`config.mk`:
```
export PLATFORM = sky130hd
export DESIGN_NAME = dac_ramp_top
export DESIGN_NICKNAME = d
export VERILOG_FILES = /design/src/dac_cmd_pkg.sv /design/src/seq_ctrl_pkg.sv /design/src/dac_frame_rom.sv /design/src/dac_ramp_sequencer.sv /design/src/dac_ramp_top.sv /design/src/dac_spi_master.sv /design/src/ramp_limit_regs.sv
export SDC_FILE = /design/constraint.sdc
export NUM_CORES = 1
export LEC_CHECK = 0
export BUFFER_PORTS_ARGS = -buffer_cell sky130_fd_sc_hd__buf_2
export CORE_MARGIN = 5
export CORE_UTILIZATION = 60
export DETAILED_ROUTE_END_ITERATION = 8
export MAX_ROUTING_LAYER = met4
export PLACE_DENSITY_LB_ADDON = 0.2
export SKIP_CTS_REPAIR_TIMING = 1
export SLEW_MARGIN = 0
export SYNTH_ARGS = -nofsm -noshare
export SYNTH_HDL_FRONTEND = slang
export SYNTH_SLANG_ARGS = --single-unit
```
`constraint.sdc`:
```
create_clock -name clk -period 2.6 [get_ports clk]
set_clock_uncertainty 0.1 [all_clocks]
set_input_delay 0.13 -clock clk [delete_from_list [all_inputs] [get_ports clk]]
set_output_delay 0.13 -clock clk [all_outputs]
set_load 0.005 [all_outputs]
```
`src/dac_cmd_pkg.sv`:
```
package dac_cmd_pkg;

  localparam int frame_bits = 24;  // serial word length

  // 3-bit command field of the DAC input shift register
  typedef enum logic [2:0] {
    cmd_write_update = 3'b011,  // write input reg, update output
    cmd_sw_reset     = 3'b101,
    cmd_ldac_setup   = 3'b110
  } dac_cmd_e;

  // only the two ramp channels are ever addressed
  typedef enum logic [2:0] {
    addr_ch_a = 3'b000,
    addr_ch_b = 3'b001
  } dac_addr_e;

  // frame as shifted out, MSB first
  typedef struct packed {
    logic [1:0]  dont_care;
    dac_cmd_e    cmd;
    dac_addr_e   addr;
    logic [15:0] data;  // ramp words use the upper byte only
  } frame_t;

  localparam logic [15:0] sw_reset_data = 16'h0001;
  localparam logic [15:0] ldac_data     = 16'h000F;  // ldac pin ignored on all channels

endpackage

```
`src/seq_ctrl_pkg.sv`:
```
package seq_ctrl_pkg;

  typedef enum logic [1:0] {
    st_idle,
    st_sw_reset,
    st_ldac_setup,
    st_set_channel
  } seq_state_e;

  typedef enum logic {
    ch_a,
    ch_b
  } ramp_ch_e;

  // ascii command bytes from the host link
  typedef enum logic [7:0] {
    host_start = 8'h68,  // "h"
    host_stop  = 8'h73,  // "s"
    host_up    = 8'h75,  // "u"
    host_down  = 8'h64   // "d"
  } host_cmd_e;

  localparam logic [7:0] ack_byte = 8'h6B;  // "k"

  // frame index between sequencer and frame lookup
  typedef enum logic [1:0] {
    fr_reset,
    fr_ldac,
    fr_ch_a,
    fr_ch_b
  } frame_sel_e;

endpackage

```
`src/dac_frame_rom.sv`:
```
`timescale 1ns/1ps

module dac_frame_rom (
  input  logic                     clk,
  input  seq_ctrl_pkg::frame_sel_e frame_sel,
  input  logic [7:0]               ramp_a,
  input  logic [7:0]               ramp_b,
  output dac_cmd_pkg::frame_t      frame
);
  import dac_cmd_pkg::*;
  import seq_ctrl_pkg::*;

  frame_t frame_d;

  always_comb begin
    frame_d.dont_care = 2'b00;
    case (frame_sel)
      fr_reset: begin
        frame_d.cmd  = cmd_sw_reset;
        frame_d.addr = addr_ch_a;  // address ignored by the DAC here
        frame_d.data = sw_reset_data;
      end
      fr_ldac: begin
        frame_d.cmd  = cmd_ldac_setup;
        frame_d.addr = addr_ch_a;
        frame_d.data = ldac_data;
      end
      fr_ch_a: begin
        frame_d.cmd  = cmd_write_update;
        frame_d.addr = addr_ch_a;
        frame_d.data = {ramp_a, 8'h00};  // 8-bit ramp in the top byte
      end
      default: begin
        frame_d.cmd  = cmd_write_update;
        frame_d.addr = addr_ch_b;
        frame_d.data = {ramp_b, 8'h00};
      end
    endcase
  end

  always_ff @(posedge clk) begin
    frame <= frame_d;
  end

endmodule

```
`src/dac_ramp_sequencer.sv`:
```
`timescale 1ns/1ps

module dac_ramp_sequencer #(
  parameter int cs_gap = 3  // cs high time between frames
) (
  input  logic                     clk,
  input  logic                     rst,
  input  logic [7:0]               rx_data,
  input  logic                     new_rx_data,
  input  logic                     tx_busy,
  output logic [7:0]               tx_data,
  output logic                     new_tx_data,
  input  logic [7:0]               up_limit,
  input  logic [7:0]               down_limit,
  input  logic                     spi_done,
  output logic                     spi_start,
  output logic                     stop_req,
  output logic                     cs,
  output seq_ctrl_pkg::frame_sel_e frame_sel,
  output logic [7:0]               ramp_a,
  output logic [7:0]               ramp_b
);
  import seq_ctrl_pkg::*;

  localparam int gap_w = $clog2(cs_gap + 1);

  seq_state_e       state;
  ramp_ch_e         ch;
  logic [gap_w-1:0] gap_cnt;
  logic             gap_run;     // cs high, gap counting
  logic             start_arm;   // cs just fell
  logic             ack_pend;
  logic             skip_value;  // byte after u/d is a value
  logic             cmd_valid;
  logic             start_cmd;
  logic             frame_end;

  assign cmd_valid = new_rx_data && !skip_value;
  assign start_cmd = cmd_valid && (rx_data == host_start) && (state == st_idle);
  assign stop_req  = cmd_valid && (rx_data == host_stop);  // also aborts the master
  assign frame_end = spi_done && (state != st_idle);

  assign tx_data     = ack_byte;
  assign new_tx_data = ack_pend && !tx_busy;

  always_ff @(posedge clk) begin
    if (rst) begin
      skip_value <= 1'b0;
    end else if (new_rx_data) begin
      skip_value <= !skip_value && (rx_data == host_up || rx_data == host_down);
    end
  end

  // a single pending ack, a newer command simply re-arms it
  always_ff @(posedge clk) begin
    if (rst) begin
      ack_pend <= 1'b0;
    end else begin
      if (new_tx_data) ack_pend <= 1'b0;
      if (start_cmd || stop_req) ack_pend <= 1'b1;
    end
  end

  always_ff @(posedge clk) begin
    if (rst) begin
      state     <= st_idle;
      ch        <= ch_a;
      frame_sel <= fr_reset;
      cs        <= 1'b1;
      gap_run   <= 1'b0;
      gap_cnt   <= '0;
      start_arm <= 1'b0;
      spi_start <= 1'b0;
    end else if (stop_req) begin
      state     <= st_idle;
      cs        <= 1'b1;
      gap_run   <= 1'b0;
      start_arm <= 1'b0;
      spi_start <= 1'b0;
    end else begin
      spi_start <= start_arm;  // one cycle after cs falls
      start_arm <= 1'b0;
      if (gap_run) begin
        if (gap_cnt == gap_w'(cs_gap - 1)) begin
          cs        <= 1'b0;
          gap_run   <= 1'b0;
          start_arm <= 1'b1;
        end else begin
          gap_cnt <= gap_cnt + 1'b1;
        end
      end
      if (start_cmd) begin
        state     <= st_sw_reset;
        ch        <= ch_a;
        frame_sel <= fr_reset;
        gap_run   <= 1'b1;
        gap_cnt   <= '0;
      end else if (frame_end) begin
        cs      <= 1'b1;
        gap_run <= 1'b1;
        gap_cnt <= '0;
        case (state)
          st_sw_reset: begin
            state     <= st_ldac_setup;
            frame_sel <= fr_ldac;
          end
          st_ldac_setup: begin
            state     <= st_set_channel;
            ch        <= ch_a;
            frame_sel <= fr_ch_a;
          end
          st_set_channel: begin
            ch        <= (ch == ch_a) ? ch_b : ch_a;
            frame_sel <= (ch == ch_a) ? fr_ch_b : fr_ch_a;
          end
          default: state <= st_idle;
        endcase
      end
    end
  end

  // ramps step after their own frame has gone out
  always_ff @(posedge clk) begin
    if (start_cmd) begin
      ramp_a <= down_limit;
      ramp_b <= up_limit;
    end else if (frame_end && state == st_set_channel) begin
      if (ch == ch_a) begin
        ramp_a <= (ramp_a > up_limit) ? down_limit : ramp_a + 8'd1;
      end else begin
        ramp_b <= (ramp_b < down_limit) ? up_limit : ramp_b - 8'd1;
      end
    end
  end

endmodule

```
`src/dac_ramp_top.sv`:
```
`timescale 1ns/1ps

module dac_ramp_top #(
  parameter int         clk_div         = 2,
  parameter logic [7:0] up_limit_init   = 8'd161,
  parameter logic [7:0] down_limit_init = 8'd21,
  parameter int         cs_gap          = 3
) (
  input  logic       clk,
  input  logic       rst,
  input  logic [7:0] rx_data,
  input  logic       new_rx_data,
  input  logic       tx_busy,
  output logic [7:0] tx_data,
  output logic       new_tx_data,
  output logic       sclk,
  output logic       mosi,
  output logic       cs
);
  import dac_cmd_pkg::*;
  import seq_ctrl_pkg::*;

  logic [7:0] up_limit;
  logic [7:0] down_limit;
  logic [7:0] ramp_a;
  logic [7:0] ramp_b;
  logic       spi_start;
  logic       spi_done;
  logic       stop_req;
  frame_sel_e frame_sel;
  frame_t     frame;

  ramp_limit_regs #(
    .up_limit_init  (up_limit_init),
    .down_limit_init(down_limit_init)
  ) ramp_limit_regs_i (
    .clk        (clk),
    .rst        (rst),
    .rx_data    (rx_data),
    .new_rx_data(new_rx_data),
    .up_limit   (up_limit),
    .down_limit (down_limit)
  );

  dac_ramp_sequencer #(
    .cs_gap(cs_gap)
  ) dac_ramp_sequencer_i (
    .clk        (clk),
    .rst        (rst),
    .rx_data    (rx_data),
    .new_rx_data(new_rx_data),
    .tx_busy    (tx_busy),
    .tx_data    (tx_data),
    .new_tx_data(new_tx_data),
    .up_limit   (up_limit),
    .down_limit (down_limit),
    .spi_done   (spi_done),
    .spi_start  (spi_start),
    .stop_req   (stop_req),
    .cs         (cs),
    .frame_sel  (frame_sel),
    .ramp_a     (ramp_a),
    .ramp_b     (ramp_b)
  );

  dac_frame_rom dac_frame_rom_i (
    .clk      (clk),
    .frame_sel(frame_sel),
    .ramp_a   (ramp_a),
    .ramp_b   (ramp_b),
    .frame    (frame)
  );

  dac_spi_master #(
    .clk_div(clk_div)
  ) dac_spi_master_i (
    .clk  (clk),
    .rst  (rst),
    .start(spi_start),
    .abort(stop_req),
    .frame(frame),
    .sclk (sclk),
    .mosi (mosi),
    .done (spi_done),
    .busy ()  // sequencer paces frames on done
  );

endmodule

```
`src/dac_spi_master.sv`:
```
`timescale 1ns/1ps

module dac_spi_master #(
  parameter int clk_div = 2  // sclk half period in clk cycles
) (
  input  logic                clk,
  input  logic                rst,
  input  logic                start,
  input  logic                abort,
  input  dac_cmd_pkg::frame_t frame,
  output logic                sclk,
  output logic                mosi,
  output logic                done,
  output logic                busy
);
  import dac_cmd_pkg::*;

  localparam int div_w = $clog2(clk_div + 1);
  localparam int cnt_w = $clog2(frame_bits);

  logic [frame_bits-1:0] shreg;
  logic [div_w-1:0]      div_cnt;
  logic [cnt_w-1:0]      bit_cnt;
  logic                  tick;   // sclk toggles this cycle
  logic                  launch;

  assign launch = start && !busy;
  assign tick   = busy && (div_cnt == div_w'(clk_div - 1));
  assign mosi   = shreg[frame_bits-1];  // msb first

  always_ff @(posedge clk) begin
    if (rst || abort) begin
      busy    <= 1'b0;
      sclk    <= 1'b0;
      done    <= 1'b0;
      div_cnt <= '0;
      bit_cnt <= '0;
    end else begin
      done <= 1'b0;
      if (launch) begin
        busy    <= 1'b1;
        sclk    <= 1'b0;
        div_cnt <= '0;
        bit_cnt <= '0;
      end else if (busy) begin
        div_cnt <= tick ? '0 : div_cnt + 1'b1;
        if (tick) begin
          sclk <= !sclk;
          if (sclk) begin  // falling edge
            if (bit_cnt == cnt_w'(frame_bits - 1)) begin
              busy <= 1'b0;  // sclk lands low here
              done <= 1'b1;
            end else begin
              bit_cnt <= bit_cnt + 1'b1;
            end
          end
        end
      end
    end
  end

  // first bit is on mosi before the first rising edge
  always_ff @(posedge clk) begin
    if (launch) begin
      shreg <= frame;
    end else if (tick && sclk) begin
      shreg <= {shreg[frame_bits-2:0], 1'b0};
    end
  end

endmodule

```
`src/ramp_limit_regs.sv`:
```
`timescale 1ns/1ps

module ramp_limit_regs #(
  parameter logic [7:0] up_limit_init   = 8'd161,
  parameter logic [7:0] down_limit_init = 8'd21
) (
  input  logic       clk,
  input  logic       rst,
  input  logic [7:0] rx_data,
  input  logic       new_rx_data,
  output logic [7:0] up_limit,
  output logic [7:0] down_limit
);
  import seq_ctrl_pkg::*;

  typedef enum logic {
    cap_cmd,   // looking for u or d
    cap_value  // next byte is the limit value
  } cap_state_e;

  cap_state_e cap_state;
  logic       sel_up;  // which limit the pending value goes to

  always_ff @(posedge clk) begin
    if (rst) begin
      cap_state  <= cap_cmd;
      sel_up     <= 1'b0;
      up_limit   <= up_limit_init;
      down_limit <= down_limit_init;
    end else if (new_rx_data) begin
      case (cap_state)
        cap_cmd: begin
          if (rx_data == host_up || rx_data == host_down) begin
            cap_state <= cap_value;
            sel_up    <= (rx_data == host_up);
          end
        end
        cap_value: begin
          // value byte is taken as is, even if it looks like a command
          if (sel_up) begin
            up_limit <= rx_data;
          end else begin
            down_limit <= rx_data;
          end
          cap_state <= cap_cmd;
        end
        default: cap_state <= cap_cmd;
      endcase
    end
  end

endmodule

```
Yosys cells after proc, flatten, opt, wreduce, memory -nomap -nowiden. Index checks and enable logic that the tools add are counted.

Register bits: 103. Latch bits: 0. Bits in writable memories: 0. Memory bits (read-only): 0. Bits of input ports: 12. Output and inout port bits: 12. Logic and storage cells: 150. Memories: 0.

$add $sub $neg: 5. Multiply operators: 0. Div/mod/pow operators: 0. Order comparisons: 2. Equality and inequality tests: 15. Shifts and indexed selects: 0. Multiplexer cells: 46. Bitwise operators: 9. Reduce and logical (&&, ||, !) cells: 46.

Operators by type and width (count): $pmux 22 s3 (1); $mux 8 (8); $mux 22 (2); $eq 8x7->1 const B (4); $mux 1 (24); $reduce_and 3->1 (6); $mux 2 (7); $pmux 2 s3 (2); $reduce_bool 2->1 (6); $logic_and 1x1->1 (11); $reduce_and 2->1 (5); $not 1->1 (9); $add 8x1->8 const B (1); $eq 2x2->1 const B (4); $gt 8x8->1 (1); $lt 8x8->1 (1); $sub 8x1->8 const B (1); $eq 2x1->1 const B (3); $reduce_bool 3->1 (2); $reduce_or 3->1 (2); $add 5x1->5 const B (1); $eq 5x5->1 const B (1); $reduce_or 5->1 (1); $add 2x1->2 const B (2); other kinds (10) (18).

Logic depth before layout (Yosys ltp).
Depth after elaboration: 6. Mapped depth: 7. Gate-level depth less buffers: 7.

Modules after synthesis. A second synthesis with hierarchy kept.

Cells, all modules: 488. Area, all modules: 4725.8 um2.

By module, submodules not included: dac_ramp_sequencer (times used 1, cells an instance 214, area each 2045.7 um2); dac_spi_master (times used 1, cells an instance 149, area each 1472.7 um2); ramp_limit_regs (times used 1, cells an instance 78, area each 711.9 um2); dac_frame_rom (times used 1, cells an instance 47, area each 495.5 um2).

Worst setup path after synthesis. No wires, ideal clock.

Kind: register -> register. Start: reg dac_ramp_sequencer_i.ramp_b[1]. End: reg dac_ramp_sequencer_i.ramp_b[0] (data pin). Data arrival time: 1787 ps. Data required time: 2240 ps. Setup slack: 452 ps. Stages on the path, launching flop included: 6. Path buffers: 0. Clock period less this slack: 2148 ps. Cells stage by stage: edfxtp_1 ha_1 o21ai_0 a221o_1 a21oi_4 mux2_4.

Cells in the longest elaborated chain, start to end: 5.

RTL lines: start, declared (line dac_ramp_sequencer.sv:21) `output logic [7:0] ramp_b`; start signal, assigned (line dac_ramp_sequencer.sv:126) `ramp_b <= up_limit;`; start signal, assigned (line dac_ramp_sequencer.sv:131) `ramp_b <= (ramp_b < down_limit) ? up_limit : ramp_b - 8'd1;`; $lt 8x8->1 (line dac_ramp_sequencer.sv:131); $mux 8 (line dac_ramp_sequencer.sv:131); $mux 8 (line dac_ramp_sequencer.sv:128) `if (ch == ch_a) begin`; $mux 8 (line dac_ramp_sequencer.sv:127) `end else if (frame_end && state == st_set_channel) begin`; $mux 8 (line dac_ramp_sequencer.sv:124) `if (start_cmd) begin`.

Every way passes these cells. The select of a mux whose other input is x is not followed. A chain may end at the register's enable or synchronous reset.

Worst setup path after layout.
Start: reg dac_ramp_sequencer_i.state[0]. End: reg dac_ramp_sequencer_i.ramp_a[0] (enable).

Cells in the longest elaborated chain, start to end: 5. Elaborated cells between the ends (all ways): 9.

RTL lines: start, declared (line dac_ramp_sequencer.sv:27) `seq_state_e state;`; start signal, assigned (line dac_ramp_sequencer.sv:66) `state <= st_idle;`; start signal, assigned (line dac_ramp_sequencer.sv:75) `state <= st_idle;`; start signal, assigned (line dac_ramp_sequencer.sv:93) `state <= st_sw_reset;`; $reduce_bool 2->1 (line dac_ramp_sequencer.sv:41) `assign frame_end = spi_done && (state != st_idle);`; $logic_and 1x1->1 (line dac_ramp_sequencer.sv:41); $logic_and 1x1->1 (line dac_ramp_sequencer.sv:127); $reduce_bool 2->1 (no source line); $reduce_and 2->1 (no source line) (*); end signal, assigned (line dac_ramp_sequencer.sv:125) `ramp_a <= down_limit;`; end signal, assigned (line dac_ramp_sequencer.sv:129) `ramp_a <= (ramp_a > up_limit) ? down_limit : ramp_a + 8'd1;`; end, declared (line dac_ramp_sequencer.sv:20) `output logic [7:0] ramp_a,`.

Every way passes the cells marked *; elsewhere a longest branch is shown, timed or not.

==> results.toml <==
[run_status]
status = "finished, violations left"
violations = "hold timing"

[timing]
fin_tns_setup_ps = 0
final_hold_viol_count = 1
final.min_clock_period_ps = 2340
min_period_over_period = 0.898
finalSetupViolations = 0
max-slew-margin-rel = 0.255
final_max_slew_viol_count = 0
max_freq_mhz = 428
rsz0062_at_grt = "no"
holdWs_ps = -4.61
tightest_slew_ps = 1110

[layout]
nNetsFinal = 520
layout-drive-gt1-share = 0.102
utilization = 0.675
area_growth_pct = 9.42
final_area_mm2 = 0.00490
diodes = 0

[worst_hold_path]
hp-start = "new_rx_data"
hold_path.class = "input pin to flop"

[power]
power_frac_comb = 0.023
power_frac_seq = 0.590
power.density_mw_per_mm2 = 527
p_total_mw = 2.58
switchingPower_uw = 577
leakage_nw = 1.91
intPower_mw = 2.00
clockPowerShare = 0.387
p_sw_frac = 0.224
ir_worst_vdd_uv = 278

[logic_synthesis]
ys_ff_latch = 94
synth_ff_type = "dfxtp_1"
synth_top_area_frac = 0.255
yosysMostFrequentCell = "nand2_1"
yosysWarnings = 0
synth_top_cell_by_area = "edfxtp_1"
yosysUniqueCellTypes = 53
yosys-top-cells-count = "87 x nand2_1, 56 x dfxtp_1, 42 x nor2_1"
synth_seq_area_share = 0.505
synth_area_leaders = "edfxtp_1 25%, dfxtp_1 25%, nand2_1 7.3%"
synth_edf_count = 38
async_reset_ff_frac = 0
synthesis.area_mm2 = 0.00448
synth_cells = 463
syn_area_per_cell_um2 = 9.67

[route]
routed_via_density = 5.36
wl_um = 8500
drtAntennaViolNets = 0
dr.pass1.iters = 4
vias = 3162
drc = 0
wl_per_cell_um = 14.4
drt_iter0_markers = 188

[cts]
h-tree-depth = 3
clkSlewWorstSetupHoldPaths_ps = 100
clock_sinks = 94
cts_made_buffers = 9
clk_path_buf_depth = 2
insertion_delay_ps = 360
root_buffer = "clkbuf_8"
cts_tree = "done"

[setup_path]
arrival_ps = 2210
crit_chain = "inv_1 -> ha_1 -> nor2b_1 -> nand2_1 -> o21ai_0"
endpoint_kind = "flop"
path_max_fanout = 8
required_ps = 2480
crit_slowest_cell = "o21ai_0"
cpPeakStageDelay_ps = 880
r2r-start = "dac_ramp_sequencer_i.state[0]"
critPathTopFamily = "compound AO/OA/AOI/OAI gates"
crit_type = "flop to flop"
worstSetupStartpoint = "dac_ramp_sequencer_i.state[0]"
crit_buf_inv = 1
worstSetupStartpointType = "flop"

[grt]
antenna_found_initial = 0
grt_pass1_wl_um = 14100
grt_pass1_vias = 3052
grt_usage = 0.206
grt-ovfl-total = 0
grt_max_degree = 23

[floorplanning]
num_rows = 31
dieArea_mm2 = 0.00929
core_area_mm2 = 0.00725
die_y_um = 96.4
die_w_um = 96.4
ios = 24
start_util = 0.617

[placed_design]
dp_hpwl_um = 6140
placed_area_mm2 = 0.00461
place.gp.congestion = 0.872
portBuffers = 15

[job]
drv_cap = 0
==> stage by stage <==
step / cells / setup slack (ps) / hold WS [ps]
2_1_floorplan: 469 / 452 / 140
3_3_place_gp: 566 / 444 / 294
3_5_place_dp: 566 / 309 / 316
4_1_cts: 582 / 284 / -84.0
5_1_grt: 590 / 128 / 13.2
6_report: 590 / 265 / -4.61
==> registers in the layout, indices dropped and copies added (netlist names), 2 cells and up <==
signal / count
dac_spi_master_i.div_cnt: 2
dac_ramp_sequencer_i.frame_sel: 2
dac_ramp_sequencer_i.ramp_b: 8
dac_ramp_sequencer_i.state: 2
ramp_limit_regs_i.down_limit: 8
dac_ramp_sequencer_i.gap_cnt: 2
dac_spi_master_i.bit_cnt: 5
ramp_limit_regs_i.up_limit: 8
dac_ramp_sequencer_i.ramp_a: 8
dac_frame_rom_i.frame: 13
dac_spi_master_i.shreg: 24
==> layer usage <==
metal | vias up | track usage | wire [um]
met4 | 0 | 0.0946 | 205
met2 | 66 | 0.327 | 4070
met5 | - | - | 0
li1 | 1611 | - | -
met3 | 19 | 0.0310 | 256
met1 | 1466 | 0.262 | 3970
==> worst register-to-register path: cells and delay by family (launching register included) <==
kind                       cells  cell delay, ps
buffers and inverters          1              80
DFF                            1             360
AOI/OAI and AO/OA              1             880
adders and majority gates      1             230
and+or+nand+nor                2             300
==> layout make-up <==
cell class                      instances  area (um^2)
Inverter                               27          101
Multi-Input combinational cell        326         2010
Clock buffer                            9          124
Sequential cell                        94         2260
Timing Repair Buffer                   28          193
Clock inverter                          7         80.1
Fill cell                             619         2350
Tap cell                               99          124
==> power by group through the flow <==
stage	Clock, mW	Sequential (mW)	Combinational [mW]
floorplan	0	1.56	0.0334
finish	0.999	1.52	0.0592
global route	1.09	1.52	0.0655
detailed placement	0	1.56	0.0488
global placement	0	1.56	0.0477
CTS	1.02	1.52	0.0489
==> layout by cell type (no fill, tap or decap), types with 3 or more instances in the layout <==
master and instances:
ha_1 22, nand2b_1 4, dfxtp_1 56, nor2_1 42, nor3_1 8, buf_4 5, dlygate4sd3_1 8, edfxtp_1 38
and4_1 3, inv_1 26, nand3_1 6, nor2b_1 8, and2_1 9, o21ai_0 13, xor2_1 8, a21oi_1 30
nand2_1 87, conb_1 8, buf_2 15, o211ai_1 5, nand4_1 4, or2_2 4, clkbuf_8 9, xnor2_1 9
mux2i_1 24
==> worst paths after layout <==
path / to / slack, ps / depth (start not counted)
min: dac_ramp_sequencer_i.skip_value / -5 / 3
max: dac_ramp_sequencer_i.ramp_a[0] / 260 / 5
max reg2reg: dac_ramp_sequencer_i.ramp_a[0] / 260 / 5
min reg2reg: dac_ramp_sequencer_i.spi_start / 340 / 1
==> kinds of logic (layout without fill, tap and decap cells) <==
kind of cell	count (synthesis)	in the layout	share of synthesized area
and+or+nand+nor	195	195	0.213
xor gates and xnor gates	17	17	0.0333
muxes	26	26	0.0595
other	2	8	0.00168
adders and majority gates	22	22	0.0615
AOI/OAI and AO/OA	58	58	0.0760
DFF	94	94	0.505
buffers and inverters	49	71	0.0497
No activity file was read; power rests on OpenSTA's default activity.
